===== config.mk =====
export PLATFORM = sky130hd
export DESIGN_NAME = c64_loader_top
export DESIGN_NICKNAME = d
export VERILOG_FILES = /design/src/verilog/c64_loader_pkg.sv /design/src/verilog/download_decoder.sv /design/src/verilog/crt_header_parser.sv /design/src/verilog/slot_arbiter.sv /design/src/verilog/tape_reader.sv /design/src/verilog/c64_loader_top.sv
export SDC_FILE = /design/constraint.sdc
export NUM_CORES = 1
export LEC_CHECK = 0
export ABC_AREA = 1
export BUFFER_PORTS_ARGS = -buffer_cell sky130_fd_sc_hd__buf_2
export CAP_MARGIN = 5
export CORE_MARGIN = 2
export CORE_UTILIZATION = 59
export CTS_CLUSTER_SIZE = 20
export DETAILED_ROUTE_END_ITERATION = 8
export PLACE_DENSITY = 0.82
export SYNTH_ARGS = -nofsm -noshare
export SYNTH_HDL_FRONTEND = slang
export SYNTH_SLANG_ARGS = --single-unit

===== constraint.sdc =====
create_clock -name clk_sys -period 3.95 [get_ports clk_sys]
set_input_delay 0.395 -clock clk_sys [delete_from_list [all_inputs] [get_ports clk_sys]]
set_output_delay 0.395 -clock clk_sys [all_outputs]
set_load 0.005 [all_outputs]

===== src/verilog/c64_loader_pkg.sv =====
package c64_loader_pkg;

	// ==============================
	// Widths and basic types
	// ==============================

	localparam int addr_w = 25;

	typedef logic [7:0] byte_t;

	// Load address, either flat or split into 8 KB bank and offset
	typedef union packed {
		logic [addr_w-1:0] flat;
		struct packed {
			logic [11:0] bank;
			logic [12:0] offset;
		} bk;
	} load_addr_u;

	// ==============================
	// Download indices
	// ==============================

	localparam byte_t IDX_PRG = 8'd4;
	localparam byte_t IDX_CRT = 8'd5;
	localparam byte_t IDX_TAP = 8'd6;

	// ==============================
	// Memory map
	// ==============================

	// Cartridge banks start here, tape image further up
	localparam logic [addr_w-1:0] CART_BASE = 25'h100000;
	localparam logic [addr_w-1:0] TAP_BASE = 25'h200000;

	// First chip packet follows the 64-byte file header
	localparam logic [addr_w-1:0] CRT_CHIP_START = 25'h40;

endpackage


===== src/verilog/download_decoder.sv =====
`timescale 1ns/1ps

module download_decoder (
	input  logic clk_sys,
	input  logic reset_n,
	input  logic dl_active_i,
	input  c64_loader_pkg::byte_t dl_index_i,
	input  logic dl_wr_i,
	input  logic [c64_loader_pkg::addr_w-1:0] dl_addr_i,
	input  c64_loader_pkg::byte_t dl_data_i,
	output logic dl_wait_o,
	input  logic crt_payload_i,
	input  logic crt_align_i,
	input  logic write_done_i,
	output c64_loader_pkg::load_addr_u load_addr_o,
	output logic write_pend_o,
	output c64_loader_pkg::byte_t write_data_o
);

	import c64_loader_pkg::*;

	logic byte_wr;
	logic is_prg;
	logic is_crt;
	logic is_tap;

	assign byte_wr = dl_active_i & dl_wr_i;
	assign is_prg = (dl_index_i == IDX_PRG);
	assign is_crt = (dl_index_i == IDX_CRT);
	assign is_tap = (dl_index_i == IDX_TAP);

	// Host is held off while a byte waits for its slot
	assign dl_wait_o = write_pend_o;

	// ==============================
	// Load address and pending write
	// ==============================

	always_ff @(posedge clk_sys) begin
		if (!reset_n) begin
			load_addr_o.flat <= '0;
			write_pend_o <= 1'b0;
		end else begin
			// Write went out in this slot, step to the next byte
			if (write_done_i) begin
				write_pend_o <= 1'b0;
				load_addr_o.flat <= load_addr_o.flat + 1'b1;
			end

			if (byte_wr) begin
				if (is_prg) begin
					// Two-byte load address comes first
					if (dl_addr_i == 25'd0) begin
						load_addr_o.flat <= {17'd0, dl_data_i};
					end else if (dl_addr_i == 25'd1) begin
						load_addr_o.flat[15:8] <= dl_data_i;
					end else begin
						write_pend_o <= 1'b1;
					end
				end

				if (is_crt) begin
					if (dl_addr_i == 25'd0) begin
						load_addr_o.flat <= CART_BASE;
					end else if (crt_align_i && load_addr_o.bk.offset != '0) begin
						// New chip packet, round up to the next 8 KB bank
						load_addr_o.bk.bank <= load_addr_o.bk.bank + 1'b1;
						load_addr_o.bk.offset <= '0;
					end
					if (crt_payload_i) begin
						write_pend_o <= 1'b1;
					end
				end

				if (is_tap) begin
					if (dl_addr_i == 25'd0) begin
						load_addr_o.flat <= TAP_BASE;
					end
					write_pend_o <= 1'b1;
				end
			end
		end
	end

	// Data of the byte waiting for a slot
	always_ff @(posedge clk_sys) begin
		if (byte_wr) begin
			write_data_o <= dl_data_i;
		end
	end

endmodule


===== src/verilog/crt_header_parser.sv =====
`timescale 1ns/1ps

module crt_header_parser (
	input  logic clk_sys,
	input  logic reset_n,
	input  c64_loader_pkg::byte_t dl_index_i,
	input  logic dl_wr_i,
	input  logic [c64_loader_pkg::addr_w-1:0] dl_addr_i,
	input  c64_loader_pkg::byte_t dl_data_i,
	input  logic dl_active_i,
	input  c64_loader_pkg::load_addr_u load_addr_i,
	input  logic cart_detach_i,
	output logic crt_payload_o,
	output logic crt_align_o,
	output logic [15:0] cart_id_o,
	output c64_loader_pkg::byte_t cart_exrom_o,
	output c64_loader_pkg::byte_t cart_game_o,
	output logic cart_attached_o,
	output logic bank_wr_o,
	output c64_loader_pkg::byte_t bank_type_o,
	output logic [15:0] bank_num_o,
	output logic [15:0] bank_laddr_o,
	output logic [15:0] bank_size_o,
	output logic [c64_loader_pkg::addr_w-1:0] bank_raddr_o
);

	import c64_loader_pkg::*;

	logic crt_dl;
	logic crt_byte;
	logic in_chips;
	logic [3:0] hdr_cnt;
	logic [31:0] blk_len;
	logic active_q;

	assign crt_dl = (dl_index_i == IDX_CRT);
	assign crt_byte = dl_active_i & dl_wr_i & crt_dl;
	assign in_chips = (dl_addr_i >= CRT_CHIP_START);

	// Nothing left of the last packet, so this byte opens a chip header
	assign crt_align_o = crt_byte & in_chips & (blk_len == '0) & (hdr_cnt == '0);
	assign crt_payload_o = crt_byte & in_chips & (blk_len != '0) & (hdr_cnt == '0);

	always_ff @(posedge clk_sys) begin
		if (!reset_n) begin
			hdr_cnt <= '0;
			blk_len <= '0;
			bank_wr_o <= 1'b0;
			cart_attached_o <= 1'b0;
			active_q <= 1'b0;
		end else begin
			bank_wr_o <= 1'b0;
			active_q <= dl_active_i;

			if (crt_byte) begin
				if (dl_addr_i == 25'd0) begin
					blk_len <= '0;
					hdr_cnt <= '0;
				end
				if (crt_align_o) begin
					hdr_cnt <= 4'd1;
				end else if (hdr_cnt != '0) begin
					hdr_cnt <= hdr_cnt + 1'b1;
					case (hdr_cnt)
						4'd4: blk_len[31:24] <= dl_data_i;
						4'd5: blk_len[23:16] <= dl_data_i;
						4'd6: blk_len[15:8] <= dl_data_i;
						4'd7: blk_len[7:0] <= dl_data_i;
						// Packet length covers its own 16-byte header
						4'd8: blk_len <= blk_len - 32'd16;
						4'd15: bank_wr_o <= 1'b1;
						default: ;
					endcase
				end else if (crt_payload_o) begin
					blk_len <= blk_len - 1'b1;
				end
			end

			// Attached once the cartridge download is complete
			if (crt_dl && active_q != dl_active_i) begin
				cart_attached_o <= active_q;
			end
			if (cart_detach_i) begin
				cart_attached_o <= 1'b0;
			end
		end
	end

	// ==============================
	// Header fields
	// ==============================

	always_ff @(posedge clk_sys) begin
		if (crt_byte) begin
			if (dl_addr_i == 25'h16) cart_id_o[15:8] <= dl_data_i;
			if (dl_addr_i == 25'h17) cart_id_o[7:0] <= dl_data_i;
			if (dl_addr_i == 25'h18) cart_exrom_o <= dl_data_i;
			if (dl_addr_i == 25'h19) cart_game_o <= dl_data_i;
			case (hdr_cnt)
				4'd9: bank_type_o <= dl_data_i;
				4'd10: bank_num_o[15:8] <= dl_data_i;
				4'd11: bank_num_o[7:0] <= dl_data_i;
				4'd12: bank_laddr_o[15:8] <= dl_data_i;
				4'd13: bank_laddr_o[7:0] <= dl_data_i;
				4'd14: bank_size_o[15:8] <= dl_data_i;
				4'd15: begin
					bank_size_o[7:0] <= dl_data_i;
					// Address is already bank aligned here
					bank_raddr_o <= load_addr_i.flat;
				end
				default: ;
			endcase
		end
	end

endmodule


===== src/verilog/slot_arbiter.sv =====
`timescale 1ns/1ps

module slot_arbiter #(
	parameter int SLOT_PERIOD = 8
) (
	input  logic clk_sys,
	input  logic reset_n,
	input  logic write_pend_i,
	input  c64_loader_pkg::load_addr_u load_addr_i,
	input  c64_loader_pkg::byte_t write_data_i,
	output logic write_done_o,
	input  logic tape_req_i,
	input  logic [c64_loader_pkg::addr_w-1:0] tape_addr_i,
	output logic tape_grant_o,
	output logic mem_ce_o,
	output logic mem_we_o,
	output logic [c64_loader_pkg::addr_w-1:0] mem_addr_o,
	output c64_loader_pkg::byte_t mem_wdata_o
);

	import c64_loader_pkg::*;

	localparam int CNT_W = (SLOT_PERIOD > 1) ? $clog2(SLOT_PERIOD) : 1;

	logic [CNT_W-1:0] slot_cnt;
	logic slot_open;

	// Slot command is set up in the last cycle of the period
	assign slot_open = (slot_cnt == CNT_W'(SLOT_PERIOD - 1));

	always_ff @(posedge clk_sys) begin
		if (!reset_n) begin
			slot_cnt <= '0;
		end else if (slot_open) begin
			slot_cnt <= '0;
		end else begin
			slot_cnt <= slot_cnt + 1'b1;
		end
	end

	// ==============================
	// Slot command
	// ==============================

	always_ff @(posedge clk_sys) begin
		if (!reset_n) begin
			mem_ce_o <= 1'b0;
			mem_we_o <= 1'b0;
			write_done_o <= 1'b0;
			tape_grant_o <= 1'b0;
		end else if (slot_open) begin
			// Download write wins, tape gets the slot otherwise
			mem_ce_o <= write_pend_i | tape_req_i;
			mem_we_o <= write_pend_i;
			write_done_o <= write_pend_i;
			tape_grant_o <= ~write_pend_i & tape_req_i;
		end else begin
			mem_ce_o <= 1'b0;
			mem_we_o <= 1'b0;
			write_done_o <= 1'b0;
			tape_grant_o <= 1'b0;
		end
	end

	always_ff @(posedge clk_sys) begin
		if (slot_open) begin
			mem_addr_o <= write_pend_i ? load_addr_i.flat : tape_addr_i;
			mem_wdata_o <= write_data_i;
		end
	end

endmodule


===== src/verilog/tape_reader.sv =====
`timescale 1ns/1ps

module tape_reader #(
	parameter int TAPE_CREDITS = 4
) (
	input  logic clk_sys,
	input  logic reset_n,
	input  logic dl_active_i,
	input  c64_loader_pkg::byte_t dl_index_i,
	input  logic [c64_loader_pkg::addr_w-1:0] dl_addr_i,
	input  logic tape_play_btn_i,
	input  logic tape_unload_i,
	input  logic tape_credit_i,
	input  logic tape_grant_i,
	input  c64_loader_pkg::byte_t mem_rdata_i,
	output logic tape_req_o,
	output logic [c64_loader_pkg::addr_w-1:0] tape_addr_o,
	output logic tape_valid_o,
	output c64_loader_pkg::byte_t tape_byte_o
);

	import c64_loader_pkg::*;

	localparam int CRED_W = $clog2(TAPE_CREDITS + 1);

	logic tape_dl;
	logic btn_q;
	logic grant_q;
	logic playing;
	logic [addr_w-1:0] tape_len;
	logic [addr_w-1:0] play_addr;
	logic [CRED_W-1:0] credits;

	assign tape_dl = dl_active_i & (dl_index_i == IDX_TAP);

	// Read only with credit in hand and data left on the tape
	assign tape_req_o = playing & ~tape_dl & (credits != '0) & (play_addr < tape_len);
	assign tape_addr_o = TAP_BASE + play_addr;

	always_ff @(posedge clk_sys) begin
		if (!reset_n) begin
			btn_q <= 1'b0;
			grant_q <= 1'b0;
			tape_valid_o <= 1'b0;
			playing <= 1'b0;
			tape_len <= '0;
			play_addr <= '0;
			credits <= CRED_W'(TAPE_CREDITS);
		end else begin
			btn_q <= tape_play_btn_i;
			// Read data arrives the cycle after the slot
			grant_q <= tape_grant_i;
			tape_valid_o <= grant_q;

			if (tape_dl) begin
				// Restart while the image is loading, play once it is in
				tape_len <= dl_addr_i + 1'b1;
				play_addr <= '0;
				playing <= 1'b1;
				credits <= CRED_W'(TAPE_CREDITS);
			end else begin
				if (tape_play_btn_i && !btn_q) begin
					playing <= ~playing;
				end
				if (tape_unload_i) begin
					tape_len <= '0;
					playing <= 1'b0;
				end
				if (tape_grant_i) begin
					play_addr <= play_addr + 1'b1;
				end

				// One credit per read, one back per consumer pulse
				if (tape_grant_i && !tape_credit_i) begin
					credits <= credits - 1'b1;
				end else if (!tape_grant_i && tape_credit_i) begin
					credits <= credits + 1'b1;
				end
			end
		end
	end

	always_ff @(posedge clk_sys) begin
		if (grant_q) begin
			tape_byte_o <= mem_rdata_i;
		end
	end

endmodule


===== src/verilog/c64_loader_top.sv =====
`timescale 1ns/1ps

module c64_loader_top #(
	parameter int SLOT_PERIOD = 8,
	parameter int TAPE_CREDITS = 4
) (
	input  logic clk_sys,
	input  logic reset_n,
	input  logic dl_active_i,
	input  c64_loader_pkg::byte_t dl_index_i,
	input  logic dl_wr_i,
	input  logic [c64_loader_pkg::addr_w-1:0] dl_addr_i,
	input  c64_loader_pkg::byte_t dl_data_i,
	output logic dl_wait_o,
	input  logic cart_detach_i,
	input  logic tape_play_btn_i,
	input  logic tape_unload_i,
	input  logic tape_credit_i,
	output logic tape_valid_o,
	output c64_loader_pkg::byte_t tape_byte_o,
	output logic mem_ce_o,
	output logic mem_we_o,
	output logic [c64_loader_pkg::addr_w-1:0] mem_addr_o,
	output c64_loader_pkg::byte_t mem_wdata_o,
	input  c64_loader_pkg::byte_t mem_rdata_i,
	output logic [15:0] cart_id_o,
	output c64_loader_pkg::byte_t cart_exrom_o,
	output c64_loader_pkg::byte_t cart_game_o,
	output logic cart_attached_o,
	output logic bank_wr_o,
	output c64_loader_pkg::byte_t bank_type_o,
	output logic [15:0] bank_num_o,
	output logic [15:0] bank_laddr_o,
	output logic [15:0] bank_size_o,
	output logic [c64_loader_pkg::addr_w-1:0] bank_raddr_o
);

	import c64_loader_pkg::*;

	load_addr_u load_addr;
	byte_t write_data;
	logic write_pend;
	logic write_done;
	logic crt_payload;
	logic crt_align;
	logic tape_req;
	logic tape_grant;
	logic [addr_w-1:0] tape_addr;

	download_decoder u_download_decoder (
		.clk_sys(clk_sys),
		.reset_n(reset_n),
		.dl_active_i(dl_active_i),
		.dl_index_i(dl_index_i),
		.dl_wr_i(dl_wr_i),
		.dl_addr_i(dl_addr_i),
		.dl_data_i(dl_data_i),
		.dl_wait_o(dl_wait_o),
		.crt_payload_i(crt_payload),
		.crt_align_i(crt_align),
		.write_done_i(write_done),
		.load_addr_o(load_addr),
		.write_pend_o(write_pend),
		.write_data_o(write_data)
	);

	// Cartridge header registers sit next to the address they steer
	crt_header_parser u_crt_header_parser (
		.clk_sys(clk_sys),
		.reset_n(reset_n),
		.dl_index_i(dl_index_i),
		.dl_wr_i(dl_wr_i),
		.dl_addr_i(dl_addr_i),
		.dl_data_i(dl_data_i),
		.dl_active_i(dl_active_i),
		.load_addr_i(load_addr),
		.cart_detach_i(cart_detach_i),
		.crt_payload_o(crt_payload),
		.crt_align_o(crt_align),
		.cart_id_o(cart_id_o),
		.cart_exrom_o(cart_exrom_o),
		.cart_game_o(cart_game_o),
		.cart_attached_o(cart_attached_o),
		.bank_wr_o(bank_wr_o),
		.bank_type_o(bank_type_o),
		.bank_num_o(bank_num_o),
		.bank_laddr_o(bank_laddr_o),
		.bank_size_o(bank_size_o),
		.bank_raddr_o(bank_raddr_o)
	);

	slot_arbiter #(
		.SLOT_PERIOD(SLOT_PERIOD)
	) u_slot_arbiter (
		.clk_sys(clk_sys),
		.reset_n(reset_n),
		.write_pend_i(write_pend),
		.load_addr_i(load_addr),
		.write_data_i(write_data),
		.write_done_o(write_done),
		.tape_req_i(tape_req),
		.tape_addr_i(tape_addr),
		.tape_grant_o(tape_grant),
		.mem_ce_o(mem_ce_o),
		.mem_we_o(mem_we_o),
		.mem_addr_o(mem_addr_o),
		.mem_wdata_o(mem_wdata_o)
	);

	tape_reader #(
		.TAPE_CREDITS(TAPE_CREDITS)
	) u_tape_reader (
		.clk_sys(clk_sys),
		.reset_n(reset_n),
		.dl_active_i(dl_active_i),
		.dl_index_i(dl_index_i),
		.dl_addr_i(dl_addr_i),
		.tape_play_btn_i(tape_play_btn_i),
		.tape_unload_i(tape_unload_i),
		.tape_credit_i(tape_credit_i),
		.tape_grant_i(tape_grant),
		.mem_rdata_i(mem_rdata_i),
		.tape_req_o(tape_req),
		.tape_addr_o(tape_addr),
		.tape_valid_o(tape_valid_o),
		.tape_byte_o(tape_byte_o)
	);

endmodule


==> results.toml <==
[sta]
finClkSkew_ps = 10.6
whs_ps = 14.3
rsz0062_at_grt = "no"
setup-tns-final_ps = 0
max_slew_margin = 0.334
min_period_ps = 2730
tightest_slew_ps = 998
timing.final.crit_share = 0.690
finalMaxSlewViolations = 0
setup_viol = 0
hold_viol_final = 0
fmax_ghz = 0.367
fin_ws_ps = 1220

[detailed_routing]
drtIter0Drc = 1754
wl_per_cell_um = 18.4
first_pass_iters = 6
ant_nets = 0
wl_mm = 48.9
vias_per_cell = 5.78
drc = 0
vias = 15300

[finish]
num_antenna_cells = 0
fin_cells = 2656
area_growth_pct = 14.8
drive_above_1_share = 0.159
utilization = 0.687
fin_nets = 2392

[worst_setup_path]
worstReg2RegEnd = "u_crt_header_parser.blk_len[28]"
crit_fanout = 23
crit_type = "reg2reg"
cp-start-kind = "flop"
r2r_start = "u_crt_header_parser.hdr_cnt[0]"
endpoint = "u_crt_header_parser.blk_len[28]"
crit_path_end_kind = "flop"
r2r_cells = 10
arrival_ps = 3190
critPathLaunch = "u_crt_header_parser.hdr_cnt[0]"
r2r_slack_ps = 1220
cp_data_required_time_ps = 4420

[synthesis]
yosys_warnings = 0
syn_area_um2 = 16100
yosysUniqueCellTypes = 47
syn-num-nets = 2189
ys_seq_area_frac = 0.463
syn_avg_cell_area_um2 = 7.69
ys_ff_latch = 290
syn_inst = 2088

[floorplan]
io_pins = 217
rows = 60
die_y_um = 169
fp.dieArea_um2 = 28500
die_x_um = 169
initial_utilization = 0.599
core_um2 = 26800

[global_routing]
gr-total-overflow = 0
grt_pass1_vias = 14600
grt_antenna_before_repair = 1
grt_usage = 0.339
grt_max_degree = 46
grt_pass1_wl_mm = 76.3

[placed_design]
pre_cts_ws_ps = 1160
post-place-cells = 2598
hpwl_mm = 34.8
portBuffers = 216
gp_congestion = 0.965

[power]
seq_power_share = 0.501
clockPowerShare = 0.466
power.leakage_nw = 7.98
ir_drop_v = 0.000401
power.density_nw_per_um2 = 346
p_int_mw = 4.97
combPwrFrac = 0.032
sw_frac_of_total = 0.220
switchingPower_mw = 1.40

[cts]
cts_sinks = 290
cts_inserted_buffers = 30
clk_pin_slew_ps = 70
cts_root_buf = "clkbuf_16"
htreeDepth = 1
cts_setup_buffers = 0
clockBufferDepth = 3
cts_tree = "yes"
clock_latency_ps = 560

[run_status]
status = "completed"

[run]
cap_violations = 0

[worst_hold_path]
hold_class = "in2reg"
## cell type report
type	count	area (um^2)
Multi-Input combinational cell	1508	7450
Tap cell	341	427
Fill cell	2193	8380
Sequential cell	290	7430
Timing Repair Buffer	237	1240
Clock buffer	35	801
Clock inverter	21	235
Inverter	224	842
## Yosys cell counts, drive strengths merged
cell	count	area [um^2]
nor2	240	1060
o21bai	7	52.6
a211oi	1	7.51
nor3b	4	30.0
fa	1	20.0
buf	44	263
clkbuf	22	82.6
dfxtp	128	2560
a31oi	1	6.26
nor4	8	50.1
xor2	33	289
edfxtp	162	4860
o211ai	12	90.1
o22ai	7	43.8
and2	1	6.26
inv	223	837
o2111ai	2	17.5
o21a	2	15.0
a21oi	130	662
ha	43	538
nand3	202	1060
nand2	613	2340
xnor2	8	70.1
a21boi	1	7.51
nor3	30	160
nand3b	5	37.5
nand4	39	265
mux2	1	11.3
or2	6	37.5
clkinv	1	5.00
o21ai	111	556
## through the flow
| step | cell area, um^2 | total power, mW |
|---|---|---|
| after CTS | 18400 | 6.38 |
| final | 18400 | 6.37 |
| after detailed placement | 17400 | 3.46 |
| after global placement | 17400 | 3.45 |
| after floorplan | 16100 | 3.35 |
| after global routing | 18400 | 6.51 |
## state kept, by name, summed over array words and instances, names as in the netlist, 3 cells and up
register / flops
u_tape_reader.play_addr: 25
u_slot_arbiter.mem_addr_o: 25
u_slot_arbiter.slot_cnt: 3
u_crt_header_parser.cart_exrom_o: 8
u_crt_header_parser.cart_id_o: 16
u_tape_reader.tape_len: 25
u_crt_header_parser.hdr_cnt: 4
u_crt_header_parser.bank_laddr_o: 16
u_slot_arbiter.mem_wdata_o: 8
u_crt_header_parser.bank_type_o: 8
u_crt_header_parser.blk_len: 32
u_tape_reader.credits: 3
u_download_decoder.load_addr_o: 25
u_crt_header_parser.bank_num_o: 16
u_tape_reader.tape_byte_o: 8
u_crt_header_parser.cart_game_o: 8
u_crt_header_parser.bank_raddr_o: 25
u_crt_header_parser.bank_size_o: 16
u_download_decoder.write_data_o: 8
## cell usage in the layout, fill, tap and decap left out, types with 28 or more instances in the layout
cell,synthesis,layout
o21ai_0,94,94
xor2_1,33,33
ha_1,43,42
inv_1,215,214
nand3_1,195,195
clkbuf_16,0,31
a21oi_1,127,127
buf_2,30,216
dfxtp_1,128,128
nor2_1,203,202
nand4_1,37,37
nor3_1,28,28
nand2_1,603,603
edfxtp_1,162,162
## how the worst min path moves through the flow
stage	startpoint	slack (ps)	depth (start not counted)	endpoint
after floorplan	u_slot_arbiter.slot_cnt[0]	400	1	u_slot_arbiter.slot_cnt[0]
after global placement	u_download_decoder.write_data_o[1]	400	0	u_slot_arbiter.mem_wdata_o[1]
after detailed placement	u_download_decoder.write_data_o[5]	400	0	u_slot_arbiter.mem_wdata_o[5]
after CTS	mem_rdata_i[6]	0.3	1	u_tape_reader.tape_byte_o[6]
after global routing	mem_rdata_i[7]	3	1	u_tape_reader.tape_byte_o[7]
final	mem_rdata_i[1]	10	1	u_tape_reader.tape_byte_o[1]
## repair_timing
action,4_1_cts,5_1_grt
hold buffers,2,0
endpoints found under the hold margin,2,0
resized for setup,0,0
## power groups by stage
stage | logic [mW] | registers, mW | clock network [mW]
after CTS | 0.202 | 3.19 | 2.98
after global placement | 0.194 | 3.26 | 0
after floorplan | 0.0885 | 3.26 | 0
final | 0.206 | 3.19 | 2.97
after global routing | 0.223 | 3.19 | 3.09
after detailed placement | 0.198 | 3.26 | 0
## layer usage
layer | track usage | routed length (um) | up-vias | share of wire
li1 | - | - | 7311 | -
met1 | 0.418 | 18800 | 7105 | 0.38
met2 | 0.596 | 23800 | 777 | 0.49
met3 | 0.0381 | 3810 | 156 | 0.078
met4 | 0.160 | 2410 | 0 | 0.049
met5 | 0 | 0 | - | 0
## critical path: stages, from the launching register on
cell and delay [ps]:
dfxtp_1 360, inv_1 100, ha_1 200, nand3_1 420, inv_1 860, nand3_1 190
nand3_1 130, nand2_1 60, nand2_1 80, nand2_1 60, a21oi_1 170
## logic make-up (layout without fill, tap and decap cells)
logic type | count (synthesis) | count (layout) | synth area share
compound gates | 274 | 274 | 0.0908
xor+xnor | 41 | 41 | 0.0224
fa+ha+maj | 44 | 44 | 0.0348
buf+inv | 290 | 517 | 0.0740
flops | 290 | 290 | 0.463
mux | 1 | 1 | 0.000701
simple gates | 1148 | 1148 | 0.315
Power figures use the tool's default switching activity.
